<file path="src/include/yolo_write_defs.svh">
`ifndef YOLO_WRITE_DEFS_SVH
`define YOLO_WRITE_DEFS_SVH

// bus and field widths
`define YOLO_APB_ADDR_W 6
`define YOLO_DATA_W 32
`define YOLO_IO_ADDR_W 32
`define YOLO_OFFSET_W 16
`define YOLO_LEN_W 8
`define YOLO_PERIOD_W 10

// internal buffer address, top bit is the ping-pong bank
`define YOLO_MEM_ADDR_W 10

`define YOLO_N_STAGES 4

// apb register byte offsets
`define YOLO_REG_EXT_ADDR 6'h00
`define YOLO_REG_OFFSET 6'h04
`define YOLO_REG_LEN 6'h08
`define YOLO_REG_START 6'h0C
`define YOLO_REG_ITER 6'h10
`define YOLO_REG_PER 6'h14
`define YOLO_REG_SHIFT 6'h18
`define YOLO_REG_INCR 6'h1C
// read only, bit 0 busy, bit 1 done
`define YOLO_REG_STATUS 6'h20

`endif

</file>
<file path="src/verilog/yolo_pkg.sv">
`include "yolo_write_defs.svh"

package yolo_pkg;

   // scalar types
   typedef logic [`YOLO_IO_ADDR_W-1:0] io_addr_t;
   typedef logic [`YOLO_MEM_ADDR_W-1:0] mem_addr_t;
   typedef logic [`YOLO_PERIOD_W-1:0] period_t;
   typedef logic [`YOLO_LEN_W-1:0] len_t;

   // internal address generator setup
   // start has no bank bit, the generator supplies it
   typedef struct packed {
      logic [`YOLO_MEM_ADDR_W-2:0] start;
      period_t iter;
      period_t per;
      mem_addr_t shift;
      mem_addr_t incr;
   } addrgen_cfg_t;

   // external memory setup
   typedef struct packed {
      io_addr_t ext_addr;
      logic [`YOLO_OFFSET_W-1:0] offset;
      len_t len;
   } ext_cfg_t;

   // one external base address per stage
   typedef io_addr_t [`YOLO_N_STAGES-1:0] stage_addr_t;

endpackage

</file>
<file path="src/verilog/yolo_addr_gen.sv">
`timescale 1ns/10ps

`include "yolo_write_defs.svh"

module yolo_addr_gen
   import yolo_pkg::*;
(
   input  logic          clk,
   input  logic          rst,
   input  logic          start_run,
   input  addrgen_cfg_t  cfg,
   output mem_addr_t     addr,
   output logic          addr_en,
   output logic          busy,
   output logic          done
);

   logic       armed;
   logic       bank;
   logic       last_per;
   logic       last_iter;
   period_t    per_cnt;
   period_t    iter_cnt;
   mem_addr_t  acc;

   assign last_per = (per_cnt == cfg.per - period_t'(1));
   assign last_iter = (iter_cnt == cfg.iter - period_t'(1));

   // bank bit replaces the top address bit
   assign addr = {bank, acc[`YOLO_MEM_ADDR_W-2:0]};

   always_ff @(posedge clk, posedge rst) begin
      if (rst) begin
         armed <= 1'b0;
         bank <= 1'b0;
         busy <= 1'b0;
         done <= 1'b0;
         addr_en <= 1'b0;
         per_cnt <= '0;
         iter_cnt <= '0;
         acc <= '0;
      end else begin
         // shadow is loaded on the same edge, use it one cycle later
         armed <= start_run;
         if (start_run) begin
            bank <= ~bank;
         end

         if (armed) begin
            busy <= 1'b1;
            done <= 1'b0;
            addr_en <= (cfg.iter != '0) && (cfg.per != '0);
            acc <= {1'b0, cfg.start};
            per_cnt <= '0;
            iter_cnt <= '0;
         end else if (addr_en) begin
            if (last_per) begin
               per_cnt <= '0;
               iter_cnt <= iter_cnt + period_t'(1);
               acc <= acc + cfg.shift;
               if (last_iter) begin
                  addr_en <= 1'b0;
                  busy <= 1'b0;
                  done <= 1'b1;
               end
            end else begin
               per_cnt <= per_cnt + period_t'(1);
               acc <= acc + cfg.incr;
            end
         end else if (busy) begin
            // empty stream, finish right away
            busy <= 1'b0;
            done <= 1'b1;
         end
      end
   end

endmodule

</file>
<file path="src/verilog/yolo_cfg_apb.sv">
`timescale 1ns/10ps

`include "yolo_write_defs.svh"

module yolo_cfg_apb
   import yolo_pkg::*;
(
   input  logic                         clk,
   input  logic                         rst,
   input  logic                         clear,
   input  logic [`YOLO_APB_ADDR_W-1:0]  paddr,
   input  logic                         psel,
   input  logic                         penable,
   input  logic                         pwrite,
   input  logic [`YOLO_DATA_W-1:0]      pwdata,
   input  logic                         busy,
   input  logic                         done,
   output logic [`YOLO_DATA_W-1:0]      prdata,
   output logic                         pready,
   output logic                         pslverr,
   output addrgen_cfg_t                 addrgen_cfg,
   output ext_cfg_t                     ext_cfg
);

   localparam int DATA_W = `YOLO_DATA_W;

   logic                access;
   logic                mapped;
   logic                status_sel;
   logic                wr_en;
   logic [DATA_W-1:0]   rd_data;

   // no wait states
   assign pready = 1'b1;

   assign access = psel & penable;
   assign status_sel = (paddr == `YOLO_REG_STATUS);

   // readback mux, fields zero extended
   always_comb begin
      rd_data = '0;
      mapped = 1'b1;
      case (paddr)
         `YOLO_REG_EXT_ADDR: rd_data = DATA_W'(ext_cfg.ext_addr);
         `YOLO_REG_OFFSET:   rd_data = DATA_W'(ext_cfg.offset);
         `YOLO_REG_LEN:      rd_data = DATA_W'(ext_cfg.len);
         `YOLO_REG_START:    rd_data = DATA_W'(addrgen_cfg.start);
         `YOLO_REG_ITER:     rd_data = DATA_W'(addrgen_cfg.iter);
         `YOLO_REG_PER:      rd_data = DATA_W'(addrgen_cfg.per);
         `YOLO_REG_SHIFT:    rd_data = DATA_W'(addrgen_cfg.shift);
         `YOLO_REG_INCR:     rd_data = DATA_W'(addrgen_cfg.incr);
         `YOLO_REG_STATUS:   rd_data = DATA_W'({done, busy});
         default:            mapped = 1'b0;
      endcase
   end

   assign prdata = rd_data;

   // unmapped offset or write to status
   assign pslverr = access & (~mapped | (pwrite & status_sel));

   assign wr_en = access & pwrite & mapped & ~status_sel;

   always_ff @(posedge clk, posedge rst) begin
      if (rst) begin
         addrgen_cfg <= '0;
         ext_cfg <= '0;
      end else if (clear) begin
         addrgen_cfg <= '0;
         ext_cfg <= '0;
      end else if (wr_en) begin
         case (paddr)
            `YOLO_REG_EXT_ADDR: ext_cfg.ext_addr <= pwdata[`YOLO_IO_ADDR_W-1:0];
            `YOLO_REG_OFFSET:   ext_cfg.offset <= pwdata[`YOLO_OFFSET_W-1:0];
            `YOLO_REG_LEN:      ext_cfg.len <= pwdata[`YOLO_LEN_W-1:0];
            `YOLO_REG_START:    addrgen_cfg.start <= pwdata[`YOLO_MEM_ADDR_W-2:0];
            `YOLO_REG_ITER:     addrgen_cfg.iter <= pwdata[`YOLO_PERIOD_W-1:0];
            `YOLO_REG_PER:      addrgen_cfg.per <= pwdata[`YOLO_PERIOD_W-1:0];
            `YOLO_REG_SHIFT:    addrgen_cfg.shift <= pwdata[`YOLO_MEM_ADDR_W-1:0];
            `YOLO_REG_INCR:     addrgen_cfg.incr <= pwdata[`YOLO_MEM_ADDR_W-1:0];
            default: begin
            end
         endcase
      end
   end

endmodule

</file>
<file path="src/verilog/yolo_cfg_shadow.sv">
`timescale 1ns/10ps

module yolo_cfg_shadow #(
   parameter type cfg_t = logic
) (
   input  logic  clk,
   input  logic  rst,
   input  logic  run,
   input  logic  busy,
   input  cfg_t  cfg_in,
   output cfg_t  cfg_out,
   output logic  accept
);

   // a run during an active layer is dropped
   assign accept = run & ~busy;

   // live registers may be rewritten once this copy is taken
   always_ff @(posedge clk, posedge rst) begin
      if (rst) begin
         cfg_out <= '0;
      end else if (accept) begin
         cfg_out <= cfg_in;
      end
   end

endmodule

</file>
<file path="src/verilog/yolo_stage_addr.sv">
`timescale 1ns/10ps

`include "yolo_write_defs.svh"

module yolo_stage_addr
   import yolo_pkg::*;
(
   input  logic         clk,
   input  logic         rst,
   input  logic         load,
   input  ext_cfg_t     cfg,
   output stage_addr_t  stage_addr,
   output len_t         dma_len
);

   logic         load_q;
   stage_addr_t  stage_next;

   // base plus stage index times offset, wraps at 32 bits
   genvar i;
   generate
      for (i = 0; i < `YOLO_N_STAGES; i++) begin : g_stage
         assign stage_next[i] = cfg.ext_addr + io_addr_t'(i) * io_addr_t'(cfg.offset);
      end
   endgenerate

   // cfg is the shadow copy, valid the cycle after load
   always_ff @(posedge clk, posedge rst) begin
      if (rst) begin
         load_q <= 1'b0;
         stage_addr <= '0;
         dma_len <= '0;
      end else begin
         load_q <= load;
         if (load_q) begin
            stage_addr <= stage_next;
            dma_len <= cfg.len;
         end
      end
   end

endmodule

</file>
<file path="src/verilog/yolo_write_ctrl.sv">
`timescale 1ns/10ps

`include "yolo_write_defs.svh"

module yolo_write_ctrl
   import yolo_pkg::*;
(
   input  logic                         clk,
   input  logic                         rst,
   input  logic                         clear,
   input  logic                         run,
   input  logic [`YOLO_APB_ADDR_W-1:0]  paddr,
   input  logic                         psel,
   input  logic                         penable,
   input  logic                         pwrite,
   input  logic [`YOLO_DATA_W-1:0]      pwdata,
   output logic [`YOLO_DATA_W-1:0]      prdata,
   output logic                         pready,
   output logic                         pslverr,
   output mem_addr_t                    addr,
   output logic                         addr_en,
   output logic                         done,
   output stage_addr_t                  stage_addr,
   output len_t                         dma_len
);

   addrgen_cfg_t  addrgen_cfg_live;
   addrgen_cfg_t  addrgen_cfg_sh;
   ext_cfg_t      ext_cfg_live;
   ext_cfg_t      ext_cfg_sh;
   logic          accept;
   logic          busy;

   yolo_cfg_apb u_cfg_apb (
      .clk         (clk),
      .rst         (rst),
      .clear       (clear),
      .paddr       (paddr),
      .psel        (psel),
      .penable     (penable),
      .pwrite      (pwrite),
      .pwdata      (pwdata),
      .busy        (busy),
      .done        (done),
      .prdata      (prdata),
      .pready      (pready),
      .pslverr     (pslverr),
      .addrgen_cfg (addrgen_cfg_live),
      .ext_cfg     (ext_cfg_live)
   );

   // this instance owns the accept pulse
   yolo_cfg_shadow #(.cfg_t(addrgen_cfg_t)) u_addrgen_shadow (
      .clk     (clk),
      .rst     (rst),
      .run     (run),
      .busy    (busy),
      .cfg_in  (addrgen_cfg_live),
      .cfg_out (addrgen_cfg_sh),
      .accept  (accept)
   );

   yolo_cfg_shadow #(.cfg_t(ext_cfg_t)) u_ext_shadow (
      .clk     (clk),
      .rst     (rst),
      .run     (run),
      .busy    (busy),
      .cfg_in  (ext_cfg_live),
      .cfg_out (ext_cfg_sh),
      .accept  ()
   );

   yolo_addr_gen u_addr_gen (
      .clk       (clk),
      .rst       (rst),
      .start_run (accept),
      .cfg       (addrgen_cfg_sh),
      .addr      (addr),
      .addr_en   (addr_en),
      .busy      (busy),
      .done      (done)
   );

   yolo_stage_addr u_stage_addr (
      .clk        (clk),
      .rst        (rst),
      .load       (accept),
      .cfg        (ext_cfg_sh),
      .stage_addr (stage_addr),
      .dma_len    (dma_len)
   );

endmodule

</file>
<file path="config.mk">
export PLATFORM = sky130hd
export DESIGN_NAME = yolo_write_ctrl
export DESIGN_NICKNAME = d
export VERILOG_FILES = /design/src/verilog/yolo_pkg.sv /design/src/verilog/yolo_addr_gen.sv /design/src/verilog/yolo_cfg_apb.sv /design/src/verilog/yolo_cfg_shadow.sv /design/src/verilog/yolo_stage_addr.sv /design/src/verilog/yolo_write_ctrl.sv
export VERILOG_INCLUDE_DIRS = /design/src /design/src/include
export SDC_FILE = /design/constraint.sdc
export NUM_CORES = 1
export LEC_CHECK = 0
export BUFFER_PORTS_ARGS = -buffer_cell sky130_fd_sc_hd__buf_2
export CAP_MARGIN = 10
export CORE_MARGIN = 5
export CORE_UTILIZATION = 55
export CTS_CLUSTER_SIZE = 20
export DETAILED_ROUTE_END_ITERATION = 8
export MAX_ROUTING_LAYER = met4
export PLACE_DENSITY_LB_ADDON = 0.2
export SLEW_MARGIN = 15
export SYNTH_ARGS = -nofsm -noshare
export SYNTH_HDL_FRONTEND = slang
export SYNTH_SLANG_ARGS = --single-unit
</file>
<file path="constraint.sdc">
create_clock -name clk -period 23.2 [get_ports clk]
set_input_delay 4.64 -clock clk [delete_from_list [all_inputs] [get_ports clk]]
set_output_delay 4.64 -clock clk [all_outputs]
set_load 0.05 [all_outputs]
</file>
* After elaboration in Yosys (flattened, before gate mapping)
Cells that the tools add are included.
W data, S select, Z words.
** Word-level totals
- Bits in registers :: 381
- Latch bits :: 0
- RAM bits :: 0
- Bits in read-only memories :: 0
- Bits of input ports :: 45
- Output and inout port bits :: 182
- Logic and storage cells :: 127
- Memories :: 0
** Cells by class
- Add/sub/neg operators :: 9
- Multiply operators :: 1
- Divide/modulo/power cells :: 0
- Order comparisons :: 0
- Eq/ne operators :: 12
- Shift operators :: 0
- Muxes and demuxes :: 36
- Bitwise logic cells :: 12
- Reduce and logical (&&, ||, !) cells :: 28
** Operators by type and width (number)
- $pmux W32 S9 :: 1
- $mux W10 :: 13
- $mux W56 :: 2
- $mux W49 :: 2
- $add A32 B16 Y32 :: 1
- $add A32 B17 Y32 :: 1
- $add A32 B18 Y32 :: 1
- $mux W32 :: 1
- $eq A6 B5 Y1 const B :: 4
- $reduce_bool A2 Y1 :: 11
- $add A10 B1 Y10 const B :: 2
- $add A10 B10 Y10 :: 2
- $eq A10 B10 Y1 :: 2
- $reduce_and A2 Y1 :: 10
- $reduce_bool A10 Y1 :: 2
- $sub A10 B1 Y10 const B :: 2
- $mul A2 B16 Y18 const A :: 1
- $mux W16 :: 1
- $mux W1 :: 14
- $eq A6 B4 Y1 const B :: 2
- $mux W9 :: 1
- $reduce_or A9 Y1 :: 1
- $mux W8 :: 1
- $and A1 B1 Y1 :: 7
- other kinds (9) :: 13

* Logic depth before layout (Yosys ltp)
- Word-level depth :: 7
- Mapped depth :: 22
- Depth with buffers taken out :: 20

* Hierarchy
A second synthesis with hierarchy kept.
** Second synthesis, totals
- Cell total of the unflattened synthesis :: 1916
- Area, all modules :: 20763.7 µm²
** Modules (own cells, without submodules)
- yolo_stage_addr :: instances 1, cells an instance 847, area each 8608.3 µm², seq. area each 3378.2 µm²
- yolo_cfg_apb :: instances 1, cells an instance 504, area each 5034.8 µm², seq. area each 2627.5 µm²
- yolo_addr_gen :: instances 1, cells an instance 339, area each 2767.7 µm², seq. area each 850.8 µm²
- yolo_cfg_shadow at u_ext_shadow :: instances 1, cells an instance 120, area each 2253.4 µm², seq. area each 1401.3 µm²
- yolo_cfg_shadow at u_addrgen_shadow :: instances 1, cells an instance 106, area each 2099.5 µm², seq. area each 1226.2 µm²

* Least setup slack after synthesis
OpenSTA, ideal clock, no wires.
- Path kind :: in2out
- Start :: input paddr[1]
- End :: output prdata[2]
- Arrival time :: 6.456 ns
- Required time :: 18.560 ns
- Setup slack :: 12.104 ns
- Stages on the path :: 6
- Buffers on the path :: 1
- Cells stage by stage :: or3_1 -> or2_2 -> nor3_1 -> clkbuf_1 -> a221oi_1 -> nand3_1
** On the way
- Cells in the longest elaborated chain, start to end :: 2
- Elaborated cells on any way between the ends :: 10
- Those cells by class :: eq/ne (8); mux (1); reduce/logical (1)
** RTL lines
- start, declared :: line yolo_write_ctrl.sv:12 : input logic [`YOLO_APB_ADDR_W-1:0] paddr,
- $eq A6 B6 Y1, or another cell as far along :: line yolo_cfg_apb.sv:43 : case (paddr)
- $pmux W32 S9 (*) :: line yolo_cfg_apb.sv:43
- end, declared :: line yolo_write_ctrl.sv:17 : output logic [`YOLO_DATA_W-1:0] prdata,
Every way passes the cells marked *; elsewhere a longest branch is shown, timed or not.

* Worst setup path after layout
- Start :: input paddr[1]
- End :: output prdata[8]
Same word-level chain as after synthesis.

==> impl_metrics.ini <==
[floorplanning]
core.rowCount = 69
die_x_um = 199
die_area_mm2 = 0.0396
start_util = 0.556
coreArea_mm2 = 0.0354
die_h_um = 199
io_pins = 227

[timing]
fin_skew_ns = 0.0222
final_hold_viol_count = 0
fin_ws_ns = 11.69
drv_slew = 0
slew_headroom = 0.218
final_min_period_over_clock_period = 0.496
fmax_ghz = 0.0869
holdWs_ns = 0.467
setup_viol = 0
tns_ns = 0
worst_pin_slew_ns = 1.17
min_period_ns = 11.51
rsz0062_at_grt = false

[global_route]
grt_pass1_wl_um = 86800
grt_pass1_vias = 15100
grt_remaining_overflow = 0
grt_usage = 0.284
antenna_found_initial = 3
grt_start_max_net_pins = 196

[layout]
layout-drive-gt1-share = 0.233
synthToLayoutAreaGrowth_pct = 14.4
stdcell_area_mm2 = 0.0225
final_cell_mix = dfrtp_1, nand2_1, buf_2
mostFrequentLayoutCell = dfrtp_1
final_cells = 2609
final_nets = 2241

[power]
powerDensity_mw_per_mm2 = 64.5
irDropWorstVdd_mv = 0.0583
power_leakage_nw = 11.1

[clock_network]
ctsHoldBuffers = 0
clockRootBuffer = clkbuf_16
insertion_delay_ns = 0.55
cts_sinks = 376
cts_buffer_depth = 3
tritoncts = built
cts_max_level = 2
ctsResizeCount = 0
post_cts.repair.setup_buffers = 0
cts_made_buffers = 42
path_clk_slew_ns = 0.06

[detailed_routing]
vias = 15500
drt_iter0_drc = 1251
via_per_inst = 5.95
wl_um = 55100
drt_first_pass_iters = 6
wl_per_cell_um = 21.1
drtAntennaViolNets = 0
drc_errors = 0

[critical_path]
required_ns = 18.56
cp_max_fo = 10
critical_path.most_common_cell = buf_2
endpoint_kind = primary output
startpoint_type = primary input
reg2reg_to = u_addr_gen.acc[8]
crit_type = primary input to primary output
critPathSlowestCell = nor2b_1
critPathBufInv = 2
crit_arrival_ns = 6.87
worst-path-stages = 7
regToRegSetupSlack_ns = 18.02
reg2reg_depth = 19
crit_chain = buf_2, or3_1, or2_2, nor2b_1, a222oi_1, nand3_1, buf_2
critPathTopFamily = simple AND/OR/NAND/NOR gates
r2r_start = u_addrgen_shadow.cfg_out[20]
crit_path_max_incr_delay_ns = 0.66

[placement]
gp_congestion = 0.969
portBuffers = 225
dpl-instance-area_mm2 = 0.0210
dp.cells = 2531
post-dp-hpwl_um = 39400
pre_cts_ws_ns = 11.72

[run]
drv_cap = 0

[hold_path]
whs_endpoint = u_addr_gen.bank
min_path_cells = 1
hold_class = flop to flop
worstHoldStart = u_addr_gen.bank

[yosys]
syn_area_per_cell_um2 = 10.1
yosysSeqAreaShare = 0.478
syn_area_mm2 = 0.0197
ys_ff_latch = 376
syn_inst = 1944
ys_async_sr_fraction = 1.00
ys.flop_type = dfrtp_1
synth_edf_count = 0
synth_fp_nets = 2070
ys_warn_count = 0
ys_types = 75

[run_status]
status = complete, no violations
==> report_power, final <==
part / switching [W] / leakage [nW] / internal (W)
logic: 0.0000764 / 5.26 / 0.0000226
clock network: 0.000264 / 0.692 / 0.000415
registers: 0.00000859 / 5.19 / 0.000665
==> Yosys cell counts (12+ instances only) <==
cell / instances / share of area
mux2i_1: 17 / 0.0087
mux2_2: 171 / 0.098
nor2b_1: 12 / 0.0038
a21o_1: 24 / 0.0092
xnor2_1: 60 / 0.027
xor2_1: 31 / 0.014
a22o_1: 13 / 0.0058
dfrtp_1: 376 / 0.48
or3_1: 13 / 0.0041
and3_1: 20 / 0.0064
inv_1: 39 / 0.0074
buf_4: 12 / 0.0046
o21ai_0: 60 / 0.015
ha_1: 62 / 0.039
nand2_1: 313 / 0.060
o21a_1: 18 / 0.0069
and2_1: 32 / 0.010
nor2_1: 102 / 0.019
nand3_1: 54 / 0.014
a22oi_1: 19 / 0.0073
clkbuf_1: 95 / 0.018
a31oi_1: 13 / 0.0041
a221oi_1: 12 / 0.0053
fa_1: 19 / 0.019
a21oi_1: 185 / 0.047
nor3_1: 23 / 0.0059
==> how the worst max path moves through the flow <==
stage	start	to	slack, ns
floorplan	rst	u_addr_gen.acc[0]	8.12
CTS	paddr[1]	prdata[8]	11.71
global placement	paddr[1]	prdata[8]	11.75
global route	paddr[1]	prdata[8]	11.60
detailed placement	paddr[1]	prdata[8]	11.72
finish	paddr[1]	prdata[8]	11.69
==> cell families after synthesis <==
group | after synthesis | share of synthesized area
xor+xnor | 91 | 0.0405
buf+inv | 154 | 0.0322
mux | 189 | 0.107
other cells | 1 | 0.000191
flops | 376 | 0.478
fa+ha+maj | 81 | 0.0588
simple gates | 635 | 0.148
compound gates | 417 | 0.134
==> through the flow <==
step | power, W | utilization
2_1_floorplan | 0.000757 | -
3_3_place_gp | 0.000783 | 0.595
3_5_place_dp | 0.000785 | 0.595
4_1_cts | 0.00146 | 0.635
5_1_grt | 0.00150 | 0.635
6_report | 0.00145 | 0.635
==> final cells by class <==
| cell class | count | area (um2) |
|---|---|---|
| antenna | 3 | 7.51 |
| clock buffer | 66 | 1290 |
| clock inverter | 8 | 118 |
| fill | 2927 | 12900 |
| inverter | 39 | 154 |
| multi-input combinational | 1414 | 9640 |
| sequential | 376 | 9410 |
| tap | 461 | 577 |
| timing repair buffer | 242 | 1290 |
==> worst reg2reg max path, stage by stage, from the launching register on <==
cell	delay, ns
dfrtp_1	0.43
inv_1	0.09
ha_1	0.28
o21ba_1	0.21
a221oi_1	0.31
a41oi_1	0.12
a2111oi_4	0.38
and2_1	0.59
buf_4	0.28
nand2_1	0.07
nand2_1	0.14
ha_1	0.28
nor2b_1	0.16
o21ai_0	0.20
a21oi_1	0.12
o21a_1	0.19
o41ai_1	0.57
nand2b_1	0.19
a21oi_1	0.06
a2111o_1	0.39
==> registers in the layout, summed over array words and instances, names as in the netlist <==
register                  cells
u_addr_gen.busy               1
u_stage_addr.stage_addr     126
u_addr_gen.acc                9
u_stage_addr.dma_len          8
u_addr_gen.per_cnt           10
u_addr_gen.addr_en            1
u_addr_gen.done               1
u_addr_gen.bank               1
u_cfg_apb.addrgen_cfg        49
u_addr_gen.iter_cnt          10
u_ext_shadow.cfg_out         56
u_addrgen_shadow.cfg_out     47
u_cfg_apb.ext_cfg            56
u_stage_addr.load_q           1
==> layer usage <==
metal	up-vias	global-route usage	wire length, um	part of all wire
li1	7180	-	-	-
met1	7741	0.401	24100	0.44
met5	-	-	0	0
met4	0	0.0694	1210	0.022
met3	88	0.0489	3930	0.071
met2	526	0.434	25800	0.47
Note: power is estimated with default switching activity, not from simulation.
